File: src/logic/tag_trace.mem
// One 12-bit entry per line: op[11:10] link[9:8] en[7] credit[6:3] spare[2:0]
// op 1 is CFG, 0 is NOP, 2 is END
498
590
000
6A0
700
800
000
000

File: src/logic/gw_pkg.sv
package gw_pkg;

  ////////////////////////////////////////////////////////////
  // Sizes

  localparam int NUM_LINKS   = 4;
  localparam int LINK_IDX_W  = 2;
  localparam int FLIT_W      = 16;
  localparam int FIFO_DEPTH  = 8;
  localparam int FIFO_PTR_W  = 3;
  localparam int FIFO_CNT_W  = 4;
  localparam int CREDIT_W    = 4;
  localparam int LEN_W       = 4;
  localparam int SEQ_TAG_W   = 10;
  localparam int DROP_CNT_W  = 16;
  localparam int TRACE_DEPTH = 8;
  localparam int TRACE_ADDR_W = 3;
  localparam int TRACE_W     = 12;

  localparam string TRACE_FILE = "/design/src/logic/tag_trace.mem";

  ////////////////////////////////////////////////////////////
  // Flit views

  // Header view, first flit of every packet
  typedef struct packed {
    logic [LINK_IDX_W-1:0] dest;
    logic [LEN_W-1:0]      len;
    logic [SEQ_TAG_W-1:0]  tag;
  } flit_hdr_s;

  typedef union packed {
    flit_hdr_s         hdr;
    logic [FLIT_W-1:0] data;
  } flit_u;

  typedef struct packed {
    flit_u flit;
    logic  last;
  } link_flit_s;

  ////////////////////////////////////////////////////////////
  // Configuration trace

  typedef enum logic [1:0] {
    TRACE_NOP = 2'b00,
    TRACE_CFG = 2'b01,
    TRACE_END = 2'b10
  } trace_op_e;

  typedef struct packed {
    trace_op_e             op;
    logic [LINK_IDX_W-1:0] link;
    logic                  en;
    logic [CREDIT_W-1:0]   credit;
    logic [2:0]            spare;
  } trace_entry_s;

  typedef struct packed {
    logic                  we;
    logic [LINK_IDX_W-1:0] link;
    logic                  en;
    logic [CREDIT_W-1:0]   credit;
  } link_cfg_s;

endpackage

File: src/logic/flit_dispatcher.sv
`timescale 1ns/10ps

module flit_dispatcher
  (
    input  logic                             clk_i,
    input  logic                             rst_n_i,
    input  logic                             en_i,
    input  logic                             in_valid_i,
    input  gw_pkg::flit_u                    in_flit_i,
    output logic                             in_ready_o,
    input  logic [gw_pkg::NUM_LINKS-1:0]     link_en_i,
    output logic [gw_pkg::NUM_LINKS-1:0]     push_o,
    output gw_pkg::link_flit_s               push_flit_o,
    input  logic [gw_pkg::NUM_LINKS-1:0]     push_ready_i,
    output logic [gw_pkg::DROP_CNT_W-1:0]    drop_count_o
  );

  import gw_pkg::*;

  // Data flits still owed by the current packet, zero means header next
  logic [LEN_W-1:0]      remain_q;
  logic [LINK_IDX_W-1:0] dest_q;
  logic                  drop_q;
  logic [DROP_CNT_W-1:0] drop_cnt_q;

  logic                  is_hdr;
  logic [LINK_IDX_W-1:0] dest_cur;
  logic                  drop_cur;
  logic                  last_cur;
  logic                  accept;

  assign is_hdr   = (remain_q == '0);
  assign dest_cur = is_hdr ? in_flit_i.hdr.dest : dest_q;
  assign drop_cur = is_hdr ? !link_en_i[in_flit_i.hdr.dest] : drop_q;
  assign last_cur = is_hdr ? (in_flit_i.hdr.len == '0) : (remain_q == LEN_W'(1));

  // Dropped packets are swallowed without waiting on any FIFO
  assign in_ready_o = en_i && (drop_cur || push_ready_i[dest_cur]);
  assign accept     = in_valid_i && in_ready_o;

  always_comb
  begin
    push_o = '0;
    if (accept && !drop_cur)
      push_o[dest_cur] = 1'b1;
  end

  assign push_flit_o.flit = in_flit_i;
  assign push_flit_o.last = last_cur;

  ////////////////////////////////////////////////////////////
  // Packet tracking

  always_ff @(posedge clk_i)
  begin
    if (!rst_n_i)
    begin
      remain_q   <= '0;
      dest_q     <= '0;
      drop_q     <= 1'b0;
      drop_cnt_q <= '0;
    end
    else if (accept)
    begin
      if (is_hdr)
      begin
        remain_q <= in_flit_i.hdr.len;
        dest_q   <= in_flit_i.hdr.dest;
        drop_q   <= drop_cur;
        if (drop_cur)
          drop_cnt_q <= drop_cnt_q + 1'b1;
      end
      else
      begin
        remain_q <= remain_q - 1'b1;
      end
    end
  end

  assign drop_count_o = drop_cnt_q;

endmodule

File: src/logic/gateway_link_hub.sv
`timescale 1ns/10ps

module gateway_link_hub
  (
    input  logic                          clk_i,
    input  logic                          rst_n_i,
    input  logic                          in_valid_i,
    input  gw_pkg::flit_u                 in_flit_i,
    output logic                          in_ready_o,
    output logic                          out_valid_o,
    output gw_pkg::flit_u                 out_flit_o,
    input  logic                          out_ready_i,
    input  logic [gw_pkg::NUM_LINKS-1:0]  token_i,
    output logic                          cfg_done_o,
    output logic [gw_pkg::DROP_CNT_W-1:0] drop_count_o
  );

  import gw_pkg::*;

  link_cfg_s              link_cfg;
  logic [NUM_LINKS-1:0]   link_en;
  logic [NUM_LINKS-1:0]   push;
  link_flit_s             push_flit;
  logic [NUM_LINKS-1:0]   push_ready;
  logic [NUM_LINKS-1:0]   ch_valid;
  link_flit_s             ch_flit [NUM_LINKS];
  logic [NUM_LINKS-1:0]   ch_pop;

  ////////////////////////////////////////////////////////////
  // Configuration trace

  tag_trace_replay u_tag_trace_replay
    (
      .clk_i   (clk_i),
      .rst_n_i (rst_n_i),
      .cfg_o   (link_cfg),
      .done_o  (cfg_done_o)
    );

  // Traffic held off until the trace is done
  flit_dispatcher u_flit_dispatcher
    (
      .clk_i        (clk_i),
      .rst_n_i      (rst_n_i),
      .en_i         (cfg_done_o),
      .in_valid_i   (in_valid_i),
      .in_flit_i    (in_flit_i),
      .in_ready_o   (in_ready_o),
      .link_en_i    (link_en),
      .push_o       (push),
      .push_flit_o  (push_flit),
      .push_ready_i (push_ready),
      .drop_count_o (drop_count_o)
    );

  ////////////////////////////////////////////////////////////
  // Link channels

  for (genvar g = 0; g < NUM_LINKS; g++)
  begin : g_link
    link_channel u_link_channel
      (
        .clk_i        (clk_i),
        .rst_n_i      (rst_n_i),
        .link_idx_i   (LINK_IDX_W'(g)),
        .cfg_i        (link_cfg),
        .token_i      (token_i[g]),
        .push_i       (push[g]),
        .push_flit_i  (push_flit),
        .push_ready_o (push_ready[g]),
        .enabled_o    (link_en[g]),
        .valid_o      (ch_valid[g]),
        .flit_o       (ch_flit[g]),
        .pop_i        (ch_pop[g])
      );
  end

  link_collector u_link_collector
    (
      .clk_i       (clk_i),
      .rst_n_i     (rst_n_i),
      .valid_i     (ch_valid),
      .flit_i      (ch_flit),
      .pop_o       (ch_pop),
      .out_valid_o (out_valid_o),
      .out_flit_o  (out_flit_o),
      .out_ready_i (out_ready_i)
    );

endmodule

File: src/logic/link_channel.sv
`timescale 1ns/10ps

module link_channel
  (
    input  logic                          clk_i,
    input  logic                          rst_n_i,
    input  logic [gw_pkg::LINK_IDX_W-1:0] link_idx_i,
    input  gw_pkg::link_cfg_s             cfg_i,
    input  logic                          token_i,
    input  logic                          push_i,
    input  gw_pkg::link_flit_s            push_flit_i,
    output logic                          push_ready_o,
    output logic                          enabled_o,
    output logic                          valid_o,
    output gw_pkg::link_flit_s            flit_o,
    input  logic                          pop_i
  );

  import gw_pkg::*;

  link_flit_s            mem [FIFO_DEPTH];
  logic [FIFO_PTR_W-1:0] wr_ptr_q;
  logic [FIFO_PTR_W-1:0] rd_ptr_q;
  logic [FIFO_CNT_W-1:0] count_q;
  logic [CREDIT_W-1:0]   credit_q;
  logic                  en_q;

  logic                  do_push;
  logic                  do_pop;
  logic                  cfg_hit;

  assign push_ready_o = (count_q != FIFO_CNT_W'(FIFO_DEPTH));
  assign valid_o      = (count_q != '0) && (credit_q != '0);
  assign flit_o       = mem[rd_ptr_q];
  assign enabled_o    = en_q;

  assign do_push = push_i && push_ready_o;
  assign do_pop  = pop_i && valid_o;
  assign cfg_hit = cfg_i.we && (cfg_i.link == link_idx_i);

  ////////////////////////////////////////////////////////////
  // Flit FIFO

  always_ff @(posedge clk_i)
  begin
    if (do_push)
      mem[wr_ptr_q] <= push_flit_i;
  end

  always_ff @(posedge clk_i)
  begin
    if (!rst_n_i)
    begin
      wr_ptr_q <= '0;
      rd_ptr_q <= '0;
      count_q  <= '0;
    end
    else
    begin
      if (do_push)
        wr_ptr_q <= wr_ptr_q + 1'b1;
      if (do_pop)
        rd_ptr_q <= rd_ptr_q + 1'b1;
      if (do_push && !do_pop)
        count_q <= count_q + 1'b1;
      else if (!do_push && do_pop)
        count_q <= count_q - 1'b1;
    end
  end

  ////////////////////////////////////////////////////////////
  // Token credit and enable

  always_ff @(posedge clk_i)
  begin
    if (!rst_n_i)
    begin
      credit_q <= '0;
      en_q     <= 1'b0;
    end
    else if (cfg_hit)
    begin
      credit_q <= cfg_i.credit;
      en_q     <= cfg_i.en;
    end
    else if (token_i && !do_pop)
    begin
      // Saturate, the far end never owes more than this
      if (credit_q != '1)
        credit_q <= credit_q + 1'b1;
    end
    else if (!token_i && do_pop)
    begin
      credit_q <= credit_q - 1'b1;
    end
  end

endmodule

File: src/logic/link_collector.sv
`timescale 1ns/10ps

module link_collector
  (
    input  logic                         clk_i,
    input  logic                         rst_n_i,
    input  logic [gw_pkg::NUM_LINKS-1:0] valid_i,
    input  gw_pkg::link_flit_s           flit_i [gw_pkg::NUM_LINKS],
    output logic [gw_pkg::NUM_LINKS-1:0] pop_o,
    output logic                         out_valid_o,
    output gw_pkg::flit_u                out_flit_o,
    input  logic                         out_ready_i
  );

  import gw_pkg::*;

  // Link holding the grant, or the last one served when unlocked
  logic [LINK_IDX_W-1:0] grant_q;
  logic                  locked_q;
  logic                  out_valid_q;
  flit_u                 out_flit_q;

  logic [LINK_IDX_W-1:0] pick;
  logic                  pick_found;
  logic [LINK_IDX_W-1:0] sel;
  logic                  sel_valid;
  logic                  can_load;
  logic                  take;

  ////////////////////////////////////////////////////////////
  // Round robin pick, starting after the last grant

  always_comb
  begin : rr_pick
    logic [LINK_IDX_W-1:0] cand;
    pick       = grant_q;
    pick_found = 1'b0;
    for (int i = 1; i <= NUM_LINKS; i++)
    begin
      cand = grant_q + LINK_IDX_W'(i);
      if (!pick_found && valid_i[cand])
      begin
        pick       = cand;
        pick_found = 1'b1;
      end
    end
  end

  // Stay on the granted link until its last flit, even when it runs dry
  assign sel       = locked_q ? grant_q : pick;
  assign sel_valid = locked_q ? valid_i[grant_q] : pick_found;
  assign can_load  = !out_valid_q || out_ready_i;
  assign take      = can_load && sel_valid;

  always_comb
  begin
    pop_o = '0;
    if (take)
      pop_o[sel] = 1'b1;
  end

  ////////////////////////////////////////////////////////////
  // Output register

  always_ff @(posedge clk_i)
  begin
    if (!rst_n_i)
    begin
      grant_q     <= LINK_IDX_W'(NUM_LINKS - 1);
      locked_q    <= 1'b0;
      out_valid_q <= 1'b0;
    end
    else if (take)
    begin
      grant_q     <= sel;
      locked_q    <= !flit_i[sel].last;
      out_valid_q <= 1'b1;
    end
    else if (out_ready_i)
    begin
      out_valid_q <= 1'b0;
    end
  end

  always_ff @(posedge clk_i)
  begin
    if (take)
      out_flit_q <= flit_i[sel].flit;
  end

  assign out_valid_o = out_valid_q;
  assign out_flit_o  = out_flit_q;

endmodule

File: src/logic/tag_trace_replay.sv
`timescale 1ns/10ps

module tag_trace_replay
  (
    input  logic              clk_i,
    input  logic              rst_n_i,
    output gw_pkg::link_cfg_s cfg_o,
    output logic              done_o
  );

  import gw_pkg::*;

  logic [TRACE_W-1:0]      rom [TRACE_DEPTH];
  logic [TRACE_ADDR_W-1:0] addr_q;
  trace_entry_s            entry;
  link_cfg_s               cfg_q;
  logic                    done_q;
  logic                    last_entry;

  initial
  begin
    $readmemh(TRACE_FILE, rom);
  end

  // One entry per cycle, straight out of the ROM
  assign entry = rom[addr_q];

  // Running off the end counts as END
  assign last_entry = (entry.op == TRACE_END) ||
                      (addr_q == TRACE_ADDR_W'(TRACE_DEPTH - 1));

  always_ff @(posedge clk_i)
  begin
    if (!rst_n_i)
    begin
      addr_q <= '0;
      done_q <= 1'b0;
    end
    else if (!done_q)
    begin
      if (last_entry)
        done_q <= 1'b1;
      else
        addr_q <= addr_q + 1'b1;
    end
  end

  ////////////////////////////////////////////////////////////
  // Config write, one cycle per CFG entry

  always_ff @(posedge clk_i)
  begin
    if (!rst_n_i)
    begin
      cfg_q <= '0;
    end
    else
    begin
      cfg_q.we     <= !done_q && (entry.op == TRACE_CFG);
      cfg_q.link   <= entry.link;
      cfg_q.en     <= entry.en;
      cfg_q.credit <= entry.credit;
    end
  end

  assign cfg_o  = cfg_q;
  assign done_o = done_q;

endmodule
File: config.mk
export PLATFORM = sky130hd
export DESIGN_NAME = gateway_link_hub
export DESIGN_NICKNAME = d
export VERILOG_FILES = /design/src/logic/gw_pkg.sv /design/src/logic/flit_dispatcher.sv /design/src/logic/gateway_link_hub.sv /design/src/logic/link_channel.sv /design/src/logic/link_collector.sv /design/src/logic/tag_trace_replay.sv
export SDC_FILE = /design/constraint.sdc
export NUM_CORES = 1
export LEC_CHECK = 0
export ABC_AREA = 1
export BUFFER_PORTS_ARGS = -buffer_cell sky130_fd_sc_hd__buf_2
export CAP_MARGIN = 20
export CELL_PAD_IN_SITES_DETAIL_PLACEMENT = 1
export CELL_PAD_IN_SITES_GLOBAL_PLACEMENT = 1
export CORE_AREA = 10 10 221 265
export CTS_CLUSTER_DIAMETER = 40
export DETAILED_ROUTE_END_ITERATION = 16
export DIE_AREA = 0 0 231 275
export GPL_TIMING_DRIVEN = 0
export PLACE_DENSITY_LB_ADDON = 0.15
export SLEW_MARGIN = 25
export SYNTH_ARGS = -nofsm -noshare
export SYNTH_HDL_FRONTEND = slang
export SYNTH_SLANG_ARGS = --single-unit
File: constraint.sdc
create_clock -name clk_i -period 4.8 [get_ports clk_i]
set_input_delay 0.96 -clock clk_i [delete_from_list [all_inputs] [get_ports clk_i]]
set_output_delay 0.96 -clock clk_i [all_outputs]
set_load 0.01 [all_outputs]
==> impl_metrics.yaml, run 1 <==
sta:
  period_share: 0.9072
  report.final.slew_viol_count: 0
  tightest_slew_ns: 1.018
  clock_skew_ns: 0.02440
  rsz0062_at_grt: "no"
  setup_slack_ns: 0.4455
  setup_violations: 0
  max_freq_ghz: 0.2296
  finalHoldViolations: 0
  relSlewSlack: 0.3215
  layout_min_cycle_time_ns: 4.355
drt:
  via_count: 19440
  drt-vias-per-instance: 6.056
  wire_per_inst_um: 26.39
  ant_nets: 0
  drtIter0Drc: 1776
  totalWireLength_um: 84700
  post-route-drc-count: 0
  firstDrtPassIters: 5
finish:
  utilization: 0.5865
  final_common_cell: "edfxtp_1"
  num-fill-cells: 5509
  syn2layout_area_growth_pct: 16.48
  seqCellArea_mm2: 0.01874
  finalNonFillerCells: 3210
  final_cell_mix: "edfxtp_1 (560), nor2_1 (351), o21ai_0 (350)"
  nNetsFinal: 2494
  multi_input_area_mm2: 0.007372
  drive_gt1_frac: 0.1218
critical_path:
  cp-start-kind: "input pin"
  end_kind: "flop"
  crit_slowest_cell: "buf_2"
  reg2reg_depth: 20
  r2r_start: "u_flit_dispatcher.remain_q[0]"
  crit_chain: "buf_2 -> o21ai_2 -> inv_2 -> nand2_1 -> nand2_1 -> nand2_1 -> nand3_1 -> nand2_2 -> nor2_4 -> nand2_2 -> inv_1 -> nand3_1 -> inv_1 -> nand2_1 -> nor3_2 -> buf_4 -> buf_4"
  critical_path_class: "in -> reg"
  r2r_end: "g_link[3].u_link_channel.mem[7][12]"
  cp_top_family: "simple AND/OR/NAND/NOR gates"
  worstPathMaxFanout: 33
  cp_data_arrival_time_ns: 4.69
  required_ns: 5.14
  crit_top_cell: "nand2_1"
  cp.buffers_inverters: 6
  r2r_slack_ns: 0.49
  cp_slowest_stage_delay_ns: 0.64
synth:
  synth-main-ff-cell: "edfxtp_1"
  synth-edff-count: 560
  async_flop_share: 0
  yosysWarnings: 0
  avgSynthCellArea_um2: 11.91
  ys_seq_area_frac: 0.6983
  netlist_area_mm2: 0.02683
  synth_cell_types: 46
  synth-seq-cells: 656
  synth_cells: 2253
  syn_nets: 2316
clock_tree:
  cts_hold_buf: 0
  clk_pin_slew_ns: 0.06
  cts_buffers: 80
  cts_buffer_depth: 3
  cts_repair_resize_count: 0
  ctsRootBufferMaster: "clkbuf_16"
  cts_tree: "built"
  clk_latency_ns: 0.63
  h-tree-depth: 3
  post_cts_buffers: 0
  cts.sinks: 656
floorplanning:
  die_x_um: 231
  die_h_um: 275
  core_region_area_mm2: 0.05329
  rows: 93
  die_area_mm2: 0.06353
  num_io_pins: 59
  start_util: 0.5035
place:
  port_buffers: 58
  place_congestion: 0.8576
  place_ws_ns: -0.1993
  placed_cells: 3061
  dpl.hpwl_um: 55380
global_routing:
  grt_max_degree: 35
  grt_use_total: 0.2647
  grt_first_pass_wirelength_um: 126500
  grt-ovfl-total: 0
  grt_pass1_vias: 20660
  antenna_found_initial: 3
run_status:
  status: "completed"
pwr:
  p_leak_nw: 10.85
  ir_drop_mv: 0.4115
  cellPowerDensity_mw_per_mm2: 592.5
  finalPower_mw: 18.52
hold_path:
  hold_depth: 2
  hp-class: "reg -> reg"
  hp-start: "u_flit_dispatcher.drop_count_o[15]"
  whs_endpoint: "u_flit_dispatcher.drop_count_o[15]"
run:
  maxCapViolations: 0
## synthesized netlist by cell type, types with 2 or more instances
master / instances / area, µm²
edfxtp_1: 560 / 16820
inv_1: 99 / 371.6
o211ai_1: 33 / 247.7
and3_1: 3 / 18.77
dfxtp_1: 96 / 1922
nor3_2: 3 / 30.03
nand2_1: 183 / 686.9
clkinv_1: 3 / 11.26
a211oi_1: 4 / 30.03
buf_4: 2 / 15.01
a21oi_1: 61 / 305.3
inv_2: 5 / 18.77
nand3_2: 4 / 40.04
fa_1: 8 / 160.2
o21ai_0: 350 / 1752
nor4_1: 2 / 12.51
a32o_1: 2 / 20.02
buf_6: 2 / 22.52
xor2_1: 22 / 192.7
o22ai_1: 68 / 425.4
nand3_1: 89 / 445.4
nand2_2: 9 / 56.30
nor3_1: 21 / 105.1
nor2_1: 373 / 1400
buf_2: 8 / 40.04
a21o_1: 2 / 15.01
nand4_1: 15 / 93.84
o221ai_1: 66 / 578.1
a31oi_1: 6 / 37.54
ha_1: 31 / 387.9
nor2_4: 3 / 33.78
nand3b_1: 4 / 30.03
a21oi_2: 2 / 17.52
nor2_2: 3 / 18.77
clkbuf_1: 100 / 375.4
## final cells by class
type | instances | share of cell area
Antenna cell | 2 | 0.0001601
Buffer | 113 | 0.01461
Clock buffer | 99 | 0.06933
Clock inverter | 48 | 0.01761
Inverter | 108 | 0.01305
Multi-Input combinational cell | 1376 | 0.2359
Sequential cell | 656 | 0.5995
Tap cell | 712 | 0.02850
Timing Repair Buffer | 96 | 0.02138
## worst reg2reg max path, cell delays in order (launching register included)
cell and delay, ns:
dfxtp_1 0.40, inv_1 0.10, ha_1 0.26, nand2_2 0.11
buf_6 0.17, inv_4 0.07, nand2_1 0.06, nand2_1 0.11
nor2_1 0.14, a21oi_1 0.08, nand3_1 0.10, nand2_2 0.09
nor2_4 0.21, nand2_2 0.11, inv_1 0.09, nand3_1 0.29
inv_1 0.28, nand2_1 0.24, nor3_2 0.61, buf_4 0.32
buf_4 0.20
## per-layer routing
metal	vias to the layer above	share of wire	GRT usage
met5	-	0.00013	0
met1	9868	0.38	0.3106
met2	764	0.51	0.4703
met3	180	0.061	0.03401
li1	8626	-	-
met4	2	0.048	0.1353
## per-stage QoR
| step | area [µm²] | hold slack (ns) | TNS (ns) |
|---|---|---|---|
| after CTS | 31250 | 0.4692 | 0 |
| after detailed placement | 28530 | 0.4609 | -1.244 |
| after global routing | 31250 | 0.4912 | 0 |
| after global placement | 28020 | 0.4498 | -268.65 |
| after floorplan | 26830 | 0.4331 | 0 |
| final | 31260 | 0.4629 | 0 |
## worst max-delay path by stage
stage | from | end | slack, ns | cells past startpoint
3_5_place_dp | in_flit_i[14] | g_link[3].u_link_channel.mem[7][13] | -0.20 | 17
2_1_floorplan | in_flit_i[14] | g_link[3].u_link_channel.mem[6][0] | 0.96 | 12
5_1_grt | in_flit_i[14] | g_link[3].u_link_channel.mem[7][12] | 0.12 | 17
3_3_place_gp | in_flit_i[10] | g_link[3].u_link_channel.mem[3][0] | -2.09 | 3
4_1_cts | in_flit_i[14] | g_link[3].u_link_channel.mem[7][12] | 0.43 | 17
6_report | in_flit_i[14] | g_link[3].u_link_channel.mem[7][12] | 0.45 | 17
## logic make-up (layout without fill, tap and decap cells)
kind of cell	after synthesis	after routing	share of synthesized area
other	0	2	0
AND/OR/NAND/NOR	717	717	0.1123
AO/OA/AOI/OAI	597	597	0.1290
XOR/XNOR	23	23	0.007787
flip-flops	656	656	0.6983
buffers and inverters	221	464	0.03222
adder cells (fa/ha/maj)	39	39	0.02042
## report_power, final
part / switching [mW] / internal (mW)
registers: 0.230 / 6.60
logic: 3.97 / 1.53
clock network: 2.49 / 3.70
total: 6.69 / 11.8
## state kept, by name (all words and copies together) (netlist names), 2 cells and up, named ones only
signal	flops
g_link.u_link_channel.mem	544
g_link.u_link_channel.count_q	16
g_link.u_link_channel.credit_q	16
u_flit_dispatcher.drop_count_o	16
u_link_collector.out_flit_o	16
g_link.u_link_channel.rd_ptr_q	12
g_link.u_link_channel.wr_ptr_q	12
u_flit_dispatcher.remain_q	4
u_flit_dispatcher.dest_q	2
u_link_collector.grant_q	2
No activity file was read; power rests on OpenSTA's default activity.
==> inputs of run 2 (changes only) <==
--- a/config.mk
+++ b/config.mk
@@ -8,12 +8,10 @@
 export ABC_AREA = 1
 export BUFFER_PORTS_ARGS = -buffer_cell sky130_fd_sc_hd__buf_2
 export CAP_MARGIN = 20
-export CELL_PAD_IN_SITES_DETAIL_PLACEMENT = 1
-export CELL_PAD_IN_SITES_GLOBAL_PLACEMENT = 1
-export CORE_AREA = 10 10 221 265
+export CORE_AREA = 10 10 213 255
 export CTS_CLUSTER_DIAMETER = 40
 export DETAILED_ROUTE_END_ITERATION = 16
-export DIE_AREA = 0 0 231 275
+export DIE_AREA = 0 0 223 265
 export GPL_TIMING_DRIVEN = 0
 export PLACE_DENSITY_LB_ADDON = 0.15
 export SLEW_MARGIN = 25
==> impl_metrics.yaml, run 2 (synthesis results as in run 1) <==
run_status:
  status: "completed"
sta:
  finalHoldViolations: 0
  layout_min_cycle_time_ns: 4.148
  rsz0062_at_grt: "no"
  fin_setup_tns_ns: 0
  period_share: 0.8642
  max_freq_ghz: 0.2411
  tightest_slew_ns: 0.9321
  setup_violations: 0
  clock_skew_ns: 0.03421
  report.final.slew_viol_count: 0
  setup_slack_ns: 0.6520
  timing.hold.ws_ns: 0.4706
  relSlewSlack: 0.3766
global_routing:
  grt_pass1_vias: 18450
  grt_first_pass_wirelength_um: 108600
  grt-ovfl-total: 0
  grt_max_degree: 35
  grt_use_total: 0.2383
  antenna_found_initial: 2
finish:
  drive_gt1_frac: 0.1166
  syn2layout_area_growth_pct: 15.18
  nNetsFinal: 2491
  final_common_cell: "edfxtp_1"
  num-fill-cells: 3696
  regMostFlops: "g_link.u_link_channel.mem"
  final_cell_mix: "edfxtp_1 (560), nor2_1 (351), o21ai_0 (350)"
  diodes: 0
  largest_reg_flops: 544
floorplanning:
  rows: 89
  die_area_mm2: 0.05910
  core_region_area_mm2: 0.04911
  start_util: 0.5464
  die_h_um: 265
  num_io_pins: 59
  die_x_um: 223
critical_path:
  r2r_slack_ns: 0.66
  cp_data_arrival_time_ns: 4.69
  r2r_start: "u_flit_dispatcher.remain_q[0]"
  cp.buffers_inverters: 4
  crit_chain: "buf_2 -> o21ai_2 -> nor2_1 -> a21oi_1 -> nand3_1 -> nand2_2 -> nor2_4 -> nand2_2 -> inv_1 -> nand3_1 -> inv_1 -> ha_1 -> inv_1 -> ha_1 -> and3_1 -> a211oi_1 -> xor2_1 -> nand2_1 -> a21oi_1"
  crit_top_cell: "inv_1"
  crit_slowest_cell: "buf_2"
  required_ns: 5.34
  cp-start-kind: "input pin"
  crit_start: "in_flit_i[14]"
  cp_top_family: "simple AND/OR/NAND/NOR gates"
  critical_path_class: "in -> reg"
  end_kind: "flop"
  cp_slowest_stage_delay_ns: 0.58
  worstPathMaxFanout: 33
clock_tree:
  cts_repair_resize_count: 0
  ctsRootBufferMaster: "clkbuf_16"
  cts_buffer_depth: 3
  cts_buffers: 75
  h-tree-depth: 3
  clk_pin_slew_ns: 0.06
  clk_latency_ns: 0.61
  cts_tree: "built"
  cts.sinks: 656
  cts_hold_buf: 0
  post_cts_buffers: 0
pwr:
  switching_share: 0.3491
  ir_drop_mv: 0.6326
  switching_power_mw: 6.149
  p_int_mw: 11.47
  seqPwrFrac: 0.387
  pwr-share-comb: 0.292
  cellPowerDensity_mw_per_mm2: 570.0
  p_leak_nw: 10.74
  p_clk_frac: 0.321
drt:
  drt-vias-per-instance: 6.019
  drtIter0Drc: 1896
  firstDrtPassIters: 5
  wire_per_inst_um: 22.82
  totalWireLength_um: 71280
  ant_nets: 0
  post-route-drc-count: 0
  via_count: 18800
place:
  port_buffers: 58
  dpl.hpwl_um: 46720
  place_congestion: 0.8846
  place_ws_ns: 0.06892
run:
  maxCapViolations: 0
hold_path:
  hp-class: "reg -> reg"
  hp-start: "g_link[0].u_link_channel.rd_ptr_q[2]"
## run 2: changes by cell type in the layout (fill, tap and decap cells not counted), moves of 3 or more
cell / delta
nor2_4: -5
clkbuf_16: -6
nor2_2: +5
clkinv_1: +3
buf_4: -3
## run 2: worst paths after layout
kind / end / depth (start not counted)
hold / removal: g_link[0].u_link_channel.rd_ptr_q[2] / 2
setup reg to reg: g_link[3].u_link_channel.count_q[3] / 24
hold reg to reg: g_link[0].u_link_channel.rd_ptr_q[2] / 2
setup / recovery: g_link[3].u_link_channel.count_q[3] / 19
## run 2: layout make-up
type / count / area [µm²] / area share
multi-input cells: 1376 / 7347 / 0.2377
clock buffers: 94 / 2011 / 0.06505
inverters: 108 / 407.9 / 0.01320
flip-flops and latches: 656 / 18740 / 0.6062
well taps: 637 / 797.0 / 0.02579
plain buffers: 113 / 456.7 / 0.01478
clock inverters: 42 / 447.9 / 0.01449
repair buffers: 98 / 703.2 / 0.02275
## run 2: per-layer routing
metal	GRT usage	vias to the layer above	share of wire
li1	-	8610	-
met5	0	-	0.00032
met2	0.4027	869	0.50
met1	0.2941	9158	0.38
met3	0.04118	161	0.081
met4	0.1090	4	0.042
## run 2: power groups by stage
stage	Sequential, mW	Clock, mW	Combinational (mW)
floorplan	6.91	0	3.27
global placement	6.91	0	4.91
detailed placement	6.93	0	5.06
CTS	6.81	5.72	5.09
global route	6.85	5.96	5.66
finish	6.81	5.66	5.15
## run 2: per-stage QoR
step	instances	utilization	cell area, µm²	power, mW
after global routing	3124	0.6294	30910	18.46
after detailed placement	2988	0.5793	28450	11.98
after CTS	3124	0.6294	30910	17.62
after global placement	2948	0.5686	27920	11.82
final	3124	0.6294	30910	17.62
after floorplan	2253	-	26830	10.18
## run 2: worst reg2reg max path, stage by stage (launching register included)
cell	delay, ns
dfxtp_1	0.37
inv_1	0.07
ha_1	0.24
nand2_2	0.11
buf_6	0.17
inv_4	0.07
nand2_1	0.06
nand2_1	0.11
nor2_1	0.16
a21oi_1	0.09
nand3_1	0.11
nand2_2	0.09
nor2_4	0.21
nand2_2	0.12
inv_1	0.08
nand3_1	0.31
inv_1	0.29
ha_1	0.23
inv_1	0.10
ha_1	0.34
and3_1	0.18
a211oi_1	0.22
xor2_1	0.17
nand2_1	0.07
a21oi_1	0.11
